**src/bpu_cfg_pkg.sv**
```systemverilog
package bpu_cfg_pkg;

    localparam int vaddr_size = 32;
    localparam int ubtb_size = 8;
    localparam int ubtb_idx_w = $clog2(ubtb_size);

    localparam int btb_tag_size = 12;      // tag sits directly above the block offset
    localparam int block_size = 32;        // fetch block in bytes
    localparam int block_off_w = $clog2(block_size);

    localparam int prediction_width = 4;   // slot offset and block size, in halfwords
    localparam int jal_offset = 12;        // stored low target bits of the conditional slot
    localparam int jalr_offset = 20;       // stored low target bits of the tail slot

    localparam int slot_num = 2;
    localparam int cond_cnt_w = $clog2(slot_num + 1);

    localparam logic [7:0] replace_seed = 8'h5a;

endpackage

```
**src/btb_types_pkg.sv**
```systemverilog
package btb_types_pkg;

    typedef enum logic [1:0] {
        condition = 2'd0,
        direct    = 2'd1,
        indirect  = 2'd2,
        call      = 2'd3
    } br_type_e;

    // relation of the target's high part to the fetch address high part
    typedef enum logic [1:0] {
        tar_norm = 2'd0,
        tar_ov   = 2'd1,  // high part is one more
        tar_un   = 2'd2   // high part is one less
    } tar_state_e;

endpackage

```
**src/ubtb_replace.sv**
```systemverilog
module ubtb_replace (
    input  logic                               clk,
    input  logic                               rst,
    input  logic                               alloc,
    output logic [bpu_cfg_pkg::ubtb_idx_w-1:0] victim_way
);
    import bpu_cfg_pkg::*;

    logic [7:0] state_q;
    logic       feedback;

    assign feedback = state_q[7] ^ state_q[5] ^ state_q[4] ^ state_q[3]; // maximal length taps

    always_ff @(posedge clk or posedge rst) begin
        if (rst) begin
            state_q <= replace_seed;
        end else if (alloc) begin
            state_q <= {state_q[6:0], feedback};
        end
    end

    assign victim_way = state_q[ubtb_idx_w-1:0];

endmodule

```
**src/btb_target_calc.sv**
```systemverilog
module btb_target_calc #(
    parameter int low_w = bpu_cfg_pkg::jal_offset
) (
    input  logic [bpu_cfg_pkg::vaddr_size-low_w-2:0] pc_high,
    input  logic [low_w-1:0]                         low_target,
    input  btb_types_pkg::tar_state_e                tar_state,
    output logic [bpu_cfg_pkg::vaddr_size-1:0]       target
);
    import bpu_cfg_pkg::*;
    import btb_types_pkg::*;

    localparam int high_w = vaddr_size - low_w - 1;

    logic [high_w-1:0] high_adj;

    always_comb begin
        case (tar_state)
            tar_ov:  high_adj = pc_high + 1'b1;
            tar_un:  high_adj = pc_high - 1'b1;
            default: high_adj = pc_high;
        endcase
    end

    assign target = {high_adj, low_target, 1'b0}; // targets are halfword aligned

endmodule

```
**src/ubtb.sv**
```systemverilog
module ubtb (
    input  logic                                     clk,
    input  logic                                     rst,
    input  logic [bpu_cfg_pkg::vaddr_size-1:0]       pc,
    input  logic                                     update,
    input  logic [bpu_cfg_pkg::vaddr_size-1:0]       upd_start_addr,
    input  logic                                     upd_br_en,
    input  logic [bpu_cfg_pkg::prediction_width-1:0] upd_br_offset,
    input  logic [bpu_cfg_pkg::jal_offset-1:0]       upd_br_target,
    input  btb_types_pkg::tar_state_e                upd_br_tar_state,
    input  logic                                     upd_br_carry,
    input  logic                                     upd_tail_en,
    input  btb_types_pkg::br_type_e                  upd_tail_type,
    input  logic [bpu_cfg_pkg::prediction_width-1:0] upd_tail_offset,
    input  logic [bpu_cfg_pkg::jalr_offset-1:0]      upd_tail_target,
    input  btb_types_pkg::tar_state_e                upd_tail_tar_state,
    input  logic                                     upd_tail_carry,
    input  logic [bpu_cfg_pkg::prediction_width-1:0] upd_fth_size,
    input  logic [bpu_cfg_pkg::slot_num-1:0][1:0]    upd_meta_ctr,
    input  logic [bpu_cfg_pkg::slot_num-1:0]         upd_real_taken,
    output logic                                     lk_hit,
    output logic                                     lk_taken,
    output btb_types_pkg::br_type_e                  lk_br_type,
    output logic [bpu_cfg_pkg::prediction_width-1:0] lk_size,
    output logic [bpu_cfg_pkg::vaddr_size-1:0]       lk_target,
    output logic [bpu_cfg_pkg::cond_cnt_w-1:0]       lk_cond_num,
    output logic [bpu_cfg_pkg::slot_num-1:0]         lk_cond_valid,
    output logic [bpu_cfg_pkg::slot_num-1:0]         lk_pred_taken,
    output logic [bpu_cfg_pkg::slot_num-1:0][1:0]    lk_ctr
);
    import bpu_cfg_pkg::*;
    import btb_types_pkg::*;

    logic [ubtb_size-1:0]          valid_q;
    logic [slot_num-1:0][1:0]      ctr_q [ubtb_size];
    logic [btb_tag_size-1:0]       tag_q [ubtb_size];
    logic                          br_en_q [ubtb_size];
    logic [prediction_width-1:0]   br_offset_q [ubtb_size];
    logic [jal_offset-1:0]         br_target_q [ubtb_size];
    tar_state_e                    br_tar_state_q [ubtb_size];
    logic                          br_carry_q [ubtb_size];
    logic                          tail_en_q [ubtb_size];
    br_type_e                      tail_type_q [ubtb_size];
    logic [prediction_width-1:0]   tail_offset_q [ubtb_size];
    logic [jalr_offset-1:0]        tail_target_q [ubtb_size];
    tar_state_e                    tail_tar_state_q [ubtb_size];
    logic                          tail_carry_q [ubtb_size];
    logic [prediction_width-1:0]   fth_size_q [ubtb_size];

    logic [btb_tag_size-1:0] lk_tag, upd_tag;
    logic [ubtb_size-1:0]    lk_hits, upd_hits;
    logic [ubtb_idx_w-1:0]   hit_way, upd_way, wr_way, victim_way;
    logic                    upd_hit, alloc;
    logic [slot_num-1:0]     is_br, carry, br_takens;
    logic                    cond_taken, uncond_tail, older, tail_first, sel_tail;
    logic [vaddr_size-1:0]   br_target_full, tail_target_full;
    logic [slot_num-1:0][1:0] new_ctr;

    assign lk_tag = pc[block_off_w +: btb_tag_size];
    assign upd_tag = upd_start_addr[block_off_w +: btb_tag_size];

    always_comb begin
        hit_way = '0;
        upd_way = '0;
        for (int i = 0; i < ubtb_size; i++) begin
            lk_hits[i] = valid_q[i] && (tag_q[i] == lk_tag);
            upd_hits[i] = valid_q[i] && (tag_q[i] == upd_tag);
        end
        for (int i = ubtb_size - 1; i >= 0; i--) begin
            if (lk_hits[i]) hit_way = ubtb_idx_w'(i);  // lowest matching way wins
            if (upd_hits[i]) upd_way = ubtb_idx_w'(i);
        end
    end

    assign lk_hit = |lk_hits;
    assign upd_hit = |upd_hits;

    assign is_br = {tail_en_q[hit_way] && (tail_type_q[hit_way] == condition), br_en_q[hit_way]};
    assign carry = {tail_carry_q[hit_way], br_carry_q[hit_way]};
    assign br_takens = is_br & ({ctr_q[hit_way][1][1], ctr_q[hit_way][0][1]} | carry);

    assign cond_taken = |br_takens;
    assign uncond_tail = tail_en_q[hit_way] && (tail_type_q[hit_way] != condition);
    assign older = br_offset_q[hit_way] < tail_offset_q[hit_way];
    assign tail_first = br_takens[1] && !older;
    assign sel_tail = br_takens[1] && (!br_takens[0] || !older);

    btb_target_calc #(.low_w(jal_offset)) i_br_target (
        .pc_high   (pc[vaddr_size-1:jal_offset+1]),
        .low_target(sel_tail ? tail_target_q[hit_way][jal_offset-1:0] : br_target_q[hit_way]),
        .tar_state (sel_tail ? tail_tar_state_q[hit_way] : br_tar_state_q[hit_way]),
        .target    (br_target_full)
    );

    btb_target_calc #(.low_w(jalr_offset)) i_tail_target (
        .pc_high   (pc[vaddr_size-1:jalr_offset+1]),
        .low_target(tail_target_q[hit_way]),
        .tar_state (tail_tar_state_q[hit_way]),
        .target    (tail_target_full)
    );

    always_comb begin
        lk_taken = cond_taken || uncond_tail;   // qualified by lk_hit in the stage register
        lk_br_type = cond_taken ? condition : tail_type_q[hit_way];
        lk_pred_taken = br_takens;
        lk_ctr = ctr_q[hit_way];
        if (!lk_hit) begin
            lk_size = '1;
            lk_target = pc + vaddr_size'(block_size);
            lk_cond_num = '0;
            lk_cond_valid = '0;
        end else begin
            if (cond_taken) begin
                lk_size = sel_tail ? tail_offset_q[hit_way] : br_offset_q[hit_way];
                lk_target = br_target_full;
            end else if (uncond_tail) begin
                lk_size = tail_offset_q[hit_way];
                lk_target = tail_target_full;
            end else begin
                lk_size = fth_size_q[hit_way];
                lk_target = pc + vaddr_size'(fth_size_q[hit_way]);
            end
            lk_cond_num = tail_first ? cond_cnt_w'(1) :
                          cond_cnt_w'(is_br[0]) + cond_cnt_w'(is_br[1]);
            lk_cond_valid = tail_first ? 2'b10 : is_br;
        end
    end

    always_comb begin
        for (int s = 0; s < slot_num; s++) begin
            if (upd_real_taken[s]) begin
                new_ctr[s] = (upd_meta_ctr[s] == 2'd3) ? 2'd3 : upd_meta_ctr[s] + 2'd1;
            end else begin
                new_ctr[s] = (upd_meta_ctr[s] == 2'd0) ? 2'd0 : upd_meta_ctr[s] - 2'd1;
            end
        end
    end

    assign alloc = update && !upd_hit;
    assign wr_way = upd_hit ? upd_way : victim_way;

    ubtb_replace i_replace (
        .clk       (clk),
        .rst       (rst),
        .alloc     (alloc),
        .victim_way(victim_way)
    );

    always_ff @(posedge clk or posedge rst) begin
        if (rst) begin
            valid_q <= '0;
            ctr_q <= '{default: '0};
        end else if (update) begin
            valid_q[wr_way] <= 1'b1;
            if (!(upd_br_carry || upd_tail_carry)) begin
                ctr_q[wr_way] <= new_ctr;  // carried slots keep their counters
            end
        end
    end

    always_ff @(posedge clk) begin
        if (update) begin
            tag_q[wr_way] <= upd_tag;
            br_en_q[wr_way] <= upd_br_en;
            br_offset_q[wr_way] <= upd_br_offset;
            br_target_q[wr_way] <= upd_br_target;
            br_tar_state_q[wr_way] <= upd_br_tar_state;
            br_carry_q[wr_way] <= upd_br_carry;
            tail_en_q[wr_way] <= upd_tail_en;
            tail_type_q[wr_way] <= upd_tail_type;
            tail_offset_q[wr_way] <= upd_tail_offset;
            tail_target_q[wr_way] <= upd_tail_target;
            tail_tar_state_q[wr_way] <= upd_tail_tar_state;
            tail_carry_q[wr_way] <= upd_tail_carry;
            fth_size_q[wr_way] <= upd_fth_size;
        end
    end

endmodule

```
**src/ubtb_pred_stage.sv**
```systemverilog
module ubtb_pred_stage (
    input  logic                                     clk,
    input  logic                                     rst,
    input  logic                                     pc_valid,
    input  logic                                     flush,
    input  logic                                     s2_redirect,
    input  logic                                     tage_ready,
    input  logic                                     lk_hit,
    input  logic                                     lk_taken,
    input  btb_types_pkg::br_type_e                  lk_br_type,
    input  logic [bpu_cfg_pkg::prediction_width-1:0] lk_size,
    input  logic [bpu_cfg_pkg::vaddr_size-1:0]       lk_target,
    input  logic [bpu_cfg_pkg::cond_cnt_w-1:0]       lk_cond_num,
    input  logic [bpu_cfg_pkg::slot_num-1:0]         lk_cond_valid,
    input  logic [bpu_cfg_pkg::slot_num-1:0]         lk_pred_taken,
    input  logic [bpu_cfg_pkg::slot_num-1:0][1:0]    lk_ctr,
    output logic                                     pred_en,
    output logic                                     pred_taken,
    output btb_types_pkg::br_type_e                  pred_branch_type,
    output logic [bpu_cfg_pkg::prediction_width-1:0] pred_size,
    output logic [bpu_cfg_pkg::vaddr_size-1:0]       pred_target,
    output logic [bpu_cfg_pkg::cond_cnt_w-1:0]       pred_cond_num,
    output logic [bpu_cfg_pkg::slot_num-1:0]         pred_cond_valid,
    output logic [bpu_cfg_pkg::slot_num-1:0]         pred_taken_bits,
    output logic [bpu_cfg_pkg::slot_num-1:0][1:0]    meta_ctr
);
    import btb_types_pkg::*;

    always_ff @(posedge clk or posedge rst) begin
        if (rst) begin
            pred_en <= 1'b0;
            pred_taken <= 1'b0;
            pred_branch_type <= condition;
            pred_size <= '0;
            pred_target <= '0;
            pred_cond_num <= '0;
            pred_cond_valid <= '0;
            pred_taken_bits <= '0;
            meta_ctr <= '0;
        end else begin
            pred_en <= pc_valid && tage_ready && !flush && !s2_redirect; // dropped, never retried
            pred_taken <= lk_hit && lk_taken;
            pred_branch_type <= lk_br_type;
            pred_size <= lk_size;
            pred_target <= lk_target;
            pred_cond_num <= lk_cond_num;
            pred_cond_valid <= lk_cond_valid;
            pred_taken_bits <= lk_hit ? lk_pred_taken : '0;
            meta_ctr <= lk_ctr;
        end
    end

endmodule

```
**src/ubtb_top.sv**
```systemverilog
module ubtb_top (
    input  logic                                     clk,
    input  logic                                     rst,
    input  logic [bpu_cfg_pkg::vaddr_size-1:0]       pc,
    input  logic                                     pc_valid,
    input  logic                                     flush,
    input  logic                                     s2_redirect,
    input  logic                                     tage_ready,
    input  logic                                     update,
    input  logic [bpu_cfg_pkg::vaddr_size-1:0]       upd_start_addr,
    input  logic                                     upd_br_en,
    input  logic [bpu_cfg_pkg::prediction_width-1:0] upd_br_offset,
    input  logic [bpu_cfg_pkg::jal_offset-1:0]       upd_br_target,
    input  btb_types_pkg::tar_state_e                upd_br_tar_state,
    input  logic                                     upd_br_carry,
    input  logic                                     upd_tail_en,
    input  btb_types_pkg::br_type_e                  upd_tail_type,
    input  logic [bpu_cfg_pkg::prediction_width-1:0] upd_tail_offset,
    input  logic [bpu_cfg_pkg::jalr_offset-1:0]      upd_tail_target,
    input  btb_types_pkg::tar_state_e                upd_tail_tar_state,
    input  logic                                     upd_tail_carry,
    input  logic [bpu_cfg_pkg::prediction_width-1:0] upd_fth_size,
    input  logic [bpu_cfg_pkg::slot_num-1:0][1:0]    upd_meta_ctr,
    input  logic [bpu_cfg_pkg::slot_num-1:0]         upd_real_taken,
    output logic                                     pred_en,
    output logic                                     pred_taken,
    output btb_types_pkg::br_type_e                  pred_branch_type,
    output logic [bpu_cfg_pkg::prediction_width-1:0] pred_size,
    output logic [bpu_cfg_pkg::vaddr_size-1:0]       pred_target,
    output logic [bpu_cfg_pkg::cond_cnt_w-1:0]       pred_cond_num,
    output logic [bpu_cfg_pkg::slot_num-1:0]         pred_cond_valid,
    output logic [bpu_cfg_pkg::slot_num-1:0]         pred_taken_bits,
    output logic [bpu_cfg_pkg::slot_num-1:0][1:0]    meta_ctr
);
    import bpu_cfg_pkg::*;
    import btb_types_pkg::*;

    logic                        lk_hit, lk_taken;
    br_type_e                    lk_br_type;
    logic [prediction_width-1:0] lk_size;
    logic [vaddr_size-1:0]       lk_target;
    logic [cond_cnt_w-1:0]       lk_cond_num;
    logic [slot_num-1:0]         lk_cond_valid, lk_pred_taken;
    logic [slot_num-1:0][1:0]    lk_ctr;

    ubtb i_ubtb (
        .clk(clk), .rst(rst), .pc(pc), .update(update),
        .upd_start_addr(upd_start_addr),
        .upd_br_en(upd_br_en), .upd_br_offset(upd_br_offset), .upd_br_target(upd_br_target),
        .upd_br_tar_state(upd_br_tar_state), .upd_br_carry(upd_br_carry),
        .upd_tail_en(upd_tail_en), .upd_tail_type(upd_tail_type),
        .upd_tail_offset(upd_tail_offset), .upd_tail_target(upd_tail_target),
        .upd_tail_tar_state(upd_tail_tar_state), .upd_tail_carry(upd_tail_carry),
        .upd_fth_size(upd_fth_size), .upd_meta_ctr(upd_meta_ctr),
        .upd_real_taken(upd_real_taken),
        .lk_hit(lk_hit), .lk_taken(lk_taken), .lk_br_type(lk_br_type), .lk_size(lk_size),
        .lk_target(lk_target), .lk_cond_num(lk_cond_num), .lk_cond_valid(lk_cond_valid),
        .lk_pred_taken(lk_pred_taken), .lk_ctr(lk_ctr)
    );

    ubtb_pred_stage i_pred_stage (
        .clk(clk), .rst(rst), .pc_valid(pc_valid), .flush(flush),
        .s2_redirect(s2_redirect), .tage_ready(tage_ready),
        .lk_hit(lk_hit), .lk_taken(lk_taken), .lk_br_type(lk_br_type), .lk_size(lk_size),
        .lk_target(lk_target), .lk_cond_num(lk_cond_num), .lk_cond_valid(lk_cond_valid),
        .lk_pred_taken(lk_pred_taken), .lk_ctr(lk_ctr),
        .pred_en(pred_en), .pred_taken(pred_taken), .pred_branch_type(pred_branch_type),
        .pred_size(pred_size), .pred_target(pred_target), .pred_cond_num(pred_cond_num),
        .pred_cond_valid(pred_cond_valid), .pred_taken_bits(pred_taken_bits),
        .meta_ctr(meta_ctr)
    );

endmodule

```
**config.mk**
```make
export PLATFORM = sky130hd
export DESIGN_NAME = ubtb_top
export DESIGN_NICKNAME = d
export VERILOG_FILES = /design/src/bpu_cfg_pkg.sv /design/src/btb_types_pkg.sv /design/src/ubtb_replace.sv /design/src/btb_target_calc.sv /design/src/ubtb.sv /design/src/ubtb_pred_stage.sv /design/src/ubtb_top.sv
export SDC_FILE = /design/constraint.sdc
export NUM_CORES = 1
export LEC_CHECK = 0
export BUFFER_PORTS_ARGS = -buffer_cell sky130_fd_sc_hd__clkbuf_2
export CAP_MARGIN = 10
export CORE_UTILIZATION = 30
export CTS_CLUSTER_SIZE = 28
export DETAILED_ROUTE_END_ITERATION = 10
export SLEW_MARGIN = 20
export SYNTH_ARGS = -nofsm -noshare
export SYNTH_HDL_FRONTEND = slang
export SYNTH_SLANG_ARGS = --single-unit
```
**constraint.sdc**
```tcl
create_clock -name clk -period 11.33 [get_ports clk]
set_input_delay 3.399 -clock clk [delete_from_list [all_inputs] [get_ports clk]]
set_output_delay 3.399 -clock clk [all_outputs]
set_load 0.03 [all_outputs]
```
==> out/qor.yml <==
run_status: "completed"
clock.fmax_mhz: 97.3
numPortBuffers: 160
grtUsageTotal_pct: 17.6
max_slew_margin_pct: 28.4
path_clk_slew_ps: 60
die_height_um: 319
cts_tree: "done"
die-area_um2: 102000
worst-r2r-cell-count: 30
p_leak_nw: 12.2
final_common_cell: "edfxtp_1"
reg2reg_from: "i_ubtb.tag_q[7][9]"
wire_per_inst_um: 22.1
core-area_um2: 99900
slew_violations: 0
yosysWarnings: 0
nNetsFinal: 2903
postCtsSetupBuffers: 0
grt_pass1_wl_um: 135000
synth_ff_type: "edfxtp_1"
rsz0062_at_grt: "no"
ys_ff_latch: 626
grt_overflow: 0
hold_violations: 0
min-delay-start: "i_ubtb.valid_q[2]"
clockRootBuffer: "clkbuf_16"
peakVddDrop_v: 0.000111
gr-max-usage-layer: "met2"
die_x_um: 319
dp_hpwl_um: 60300
cpMaxStageDelayCell: "or4_4"
via_count: 21200
drt-pass1-iter-count: 6
hold_class: "reg -> reg"
grt_antenna_before_repair: 16
worstPathArrival_ps: 10830
ioPinCount: 181
vias_per_cell: 5.17
syn-num-nets: 2746
async_flop_share_pct: 15.7
holdWs_ps: 501
drc: 0
syn_inst: 2591
startpoint_type: "primary input"
netlist_area_um2: 30200
use_met1_pct: 23.4
ant_nets: 0
worstSkewPairLatency_ps: 630
drive_above_1_share_pct: 18.1
min_delay_path_depth: 1
fin_crit_sh_pct: 90.7
htree_num_levels: 3
path_max_fanout: 24
cts_hold_buf: 0
drt_iter0_drc: 2135
setup_tns_ps: 0
synth_edf_count: 528
numCtsBuffers: 68
cp-end-kind: "flip-flop"
placementRows: 116
synth_seq_area_share_pct: 60.6
reg2reg_to: "i_pred_stage.pred_target[29]"
crit_type: "in -> reg"
clkSinkCount: 626
routed_wl_um: 90700
post_cts_resized: 0
critPathRequiredTime_ps: 11890
clockBufferDepth: 3
start_util_pct: 30.3
drv_cap: 0
skew_ps: 32.3
gp_congestion: 0.889
power_mw: 6.46
r2r_setup_slack_ps: 3790
use_met2_pct: 28.2
yosysUniqueCellTypes: 110
grt_max_degree: 55
grt_pass1_vias: 20400
finalCriticalPeriod_ps: 10270
hold_end: "i_ubtb.valid_q[2]"
grtUsageMet3_pct: 4.18
slowest_delay_ps: 600
final-setup-viol-count: 0
fin_util_pct: 35.0
tightest_slew_ps: 1070
syn_avg_cell_area_um2: 11.7
mostFrequentLayoutCells: "edfxtp_1 (528), nand2_1 (395), nand3_1 (263)"
area_growth_pct: 15.7
pwr_density_cell_nw_per_um2: 185
-- synth_stat cells (all sizes together) (22+ instances only) --
master,n,area share (%)
clkbuf,95,1.2
a21oi,64,1.1
nor3,29,0.50
xnor2,195,5.8
nand3,264,4.4
o21ai,115,2.0
xor2,42,1.2
buf,66,1.4
nor4,30,0.98
mux2,49,1.8
edfxtp,528,52
inv,31,0.39
nand4,34,0.75
nor2,194,2.5
nand2,398,5.0
and3,32,0.66
ha,22,0.91
dfrtp,94,7.8
-- layer usage --
| layer | vias up | wire length [µm] |
|---|---|---|
| met2 | 822 | 42000 |
| li1 | 9794 | - |
| met5 | - | 172 |
| met1 | 10400 | 38900 |
| met4 | 26 | 2300 |
| met3 | 140 | 7320 |
-- flip-flops by register name, summed over array words and instances, names as in the netlist, 2 cells and up --
name and flops:
i_ubtb.tail_target_q 160, i_ubtb.br_en_q 8, i_ubtb.ctr_q 32, i_ubtb.br_tar_state_q 16
i_ubtb.tail_carry_q 8, i_ubtb.tail_offset_q 32, i_ubtb.tail_type_q 16, i_pred_stage.pred_branch_type 2
i_pred_stage.meta_ctr 4, i_pred_stage.pred_cond_valid 2, i_ubtb.tag_q 96, i_pred_stage.pred_target 32
i_pred_stage.pred_size 4, i_ubtb.fth_size_q 32, i_pred_stage.pred_cond_num 2, i_ubtb.tail_tar_state_q 16
i_ubtb.tail_en_q 8, i_ubtb.br_offset_q 32, i_ubtb.br_target_q 96, i_pred_stage.pred_taken_bits 2
i_ubtb.br_carry_q 8, i_ubtb.i_replace.state_q 8, i_ubtb.valid_q 8
-- metrics by stage --
step / worst slack [ps] / std cells / cell area [µm²]
2_1_floorplan: 584 / 2591 / 30200
3_3_place_gp: 554 / 3976 / 32700
3_5_place_dp: 502 / 3976 / 32700
4_1_cts: 1140 / 4097 / 34900
5_1_grt: 604 / 4098 / 34900
6_report: 1060 / 4100 / 34900
-- power by group --
group          switching, mW  internal (mW)  total, mW
sequential             0.131           2.88       3.01
clock                  0.928           1.29       2.22
combinational          0.815          0.410       1.22
total                   1.87           4.58       6.46
-- cell type report --
cell class	instances	area [µm²]
clock inverters	27	349
diodes	3	7.51
clock buffers	94	1880
multi-input cells	1773	11100
fillers	9828	64900
flip-flops and latches	626	18300
inverters	31	119
repair buffers	248	1500
well taps	1298	1620
-- critical path: cells and delay by family --
kind            cells  cell delay [ps]
compound gates     17             4070
buf+inv             2              620
fa+ha+maj           3              820
simple gates        7             1580
xor+xnor            2              300
-- cell families after synthesis --
family / synth area share, %
AOI/OAI and AO/OA: 8.99
muxes: 2.83
buffers and inverters: 2.95
DFF: 60.6
adders and majority gates: 1.18
xor gates and xnor gates: 6.97
and+or+nand+nor: 16.5
-- how the worst max path moves through the flow --
stage | startpoint | end | slack [ps]
floorplan | pc[14] | i_pred_stage.pred_target[29] | 580
global placement | pc[7] | i_pred_stage.pred_target[28] | 550
detailed placement | pc[13] | i_pred_stage.pred_target[29] | 500
CTS | pc[13] | i_pred_stage.pred_target[29] | 1140
global route | pc[13] | i_pred_stage.pred_target[28] | 600
finish | pc[6] | i_pred_stage.pred_target[29] | 1060
Power figures use the tool's default switching activity.
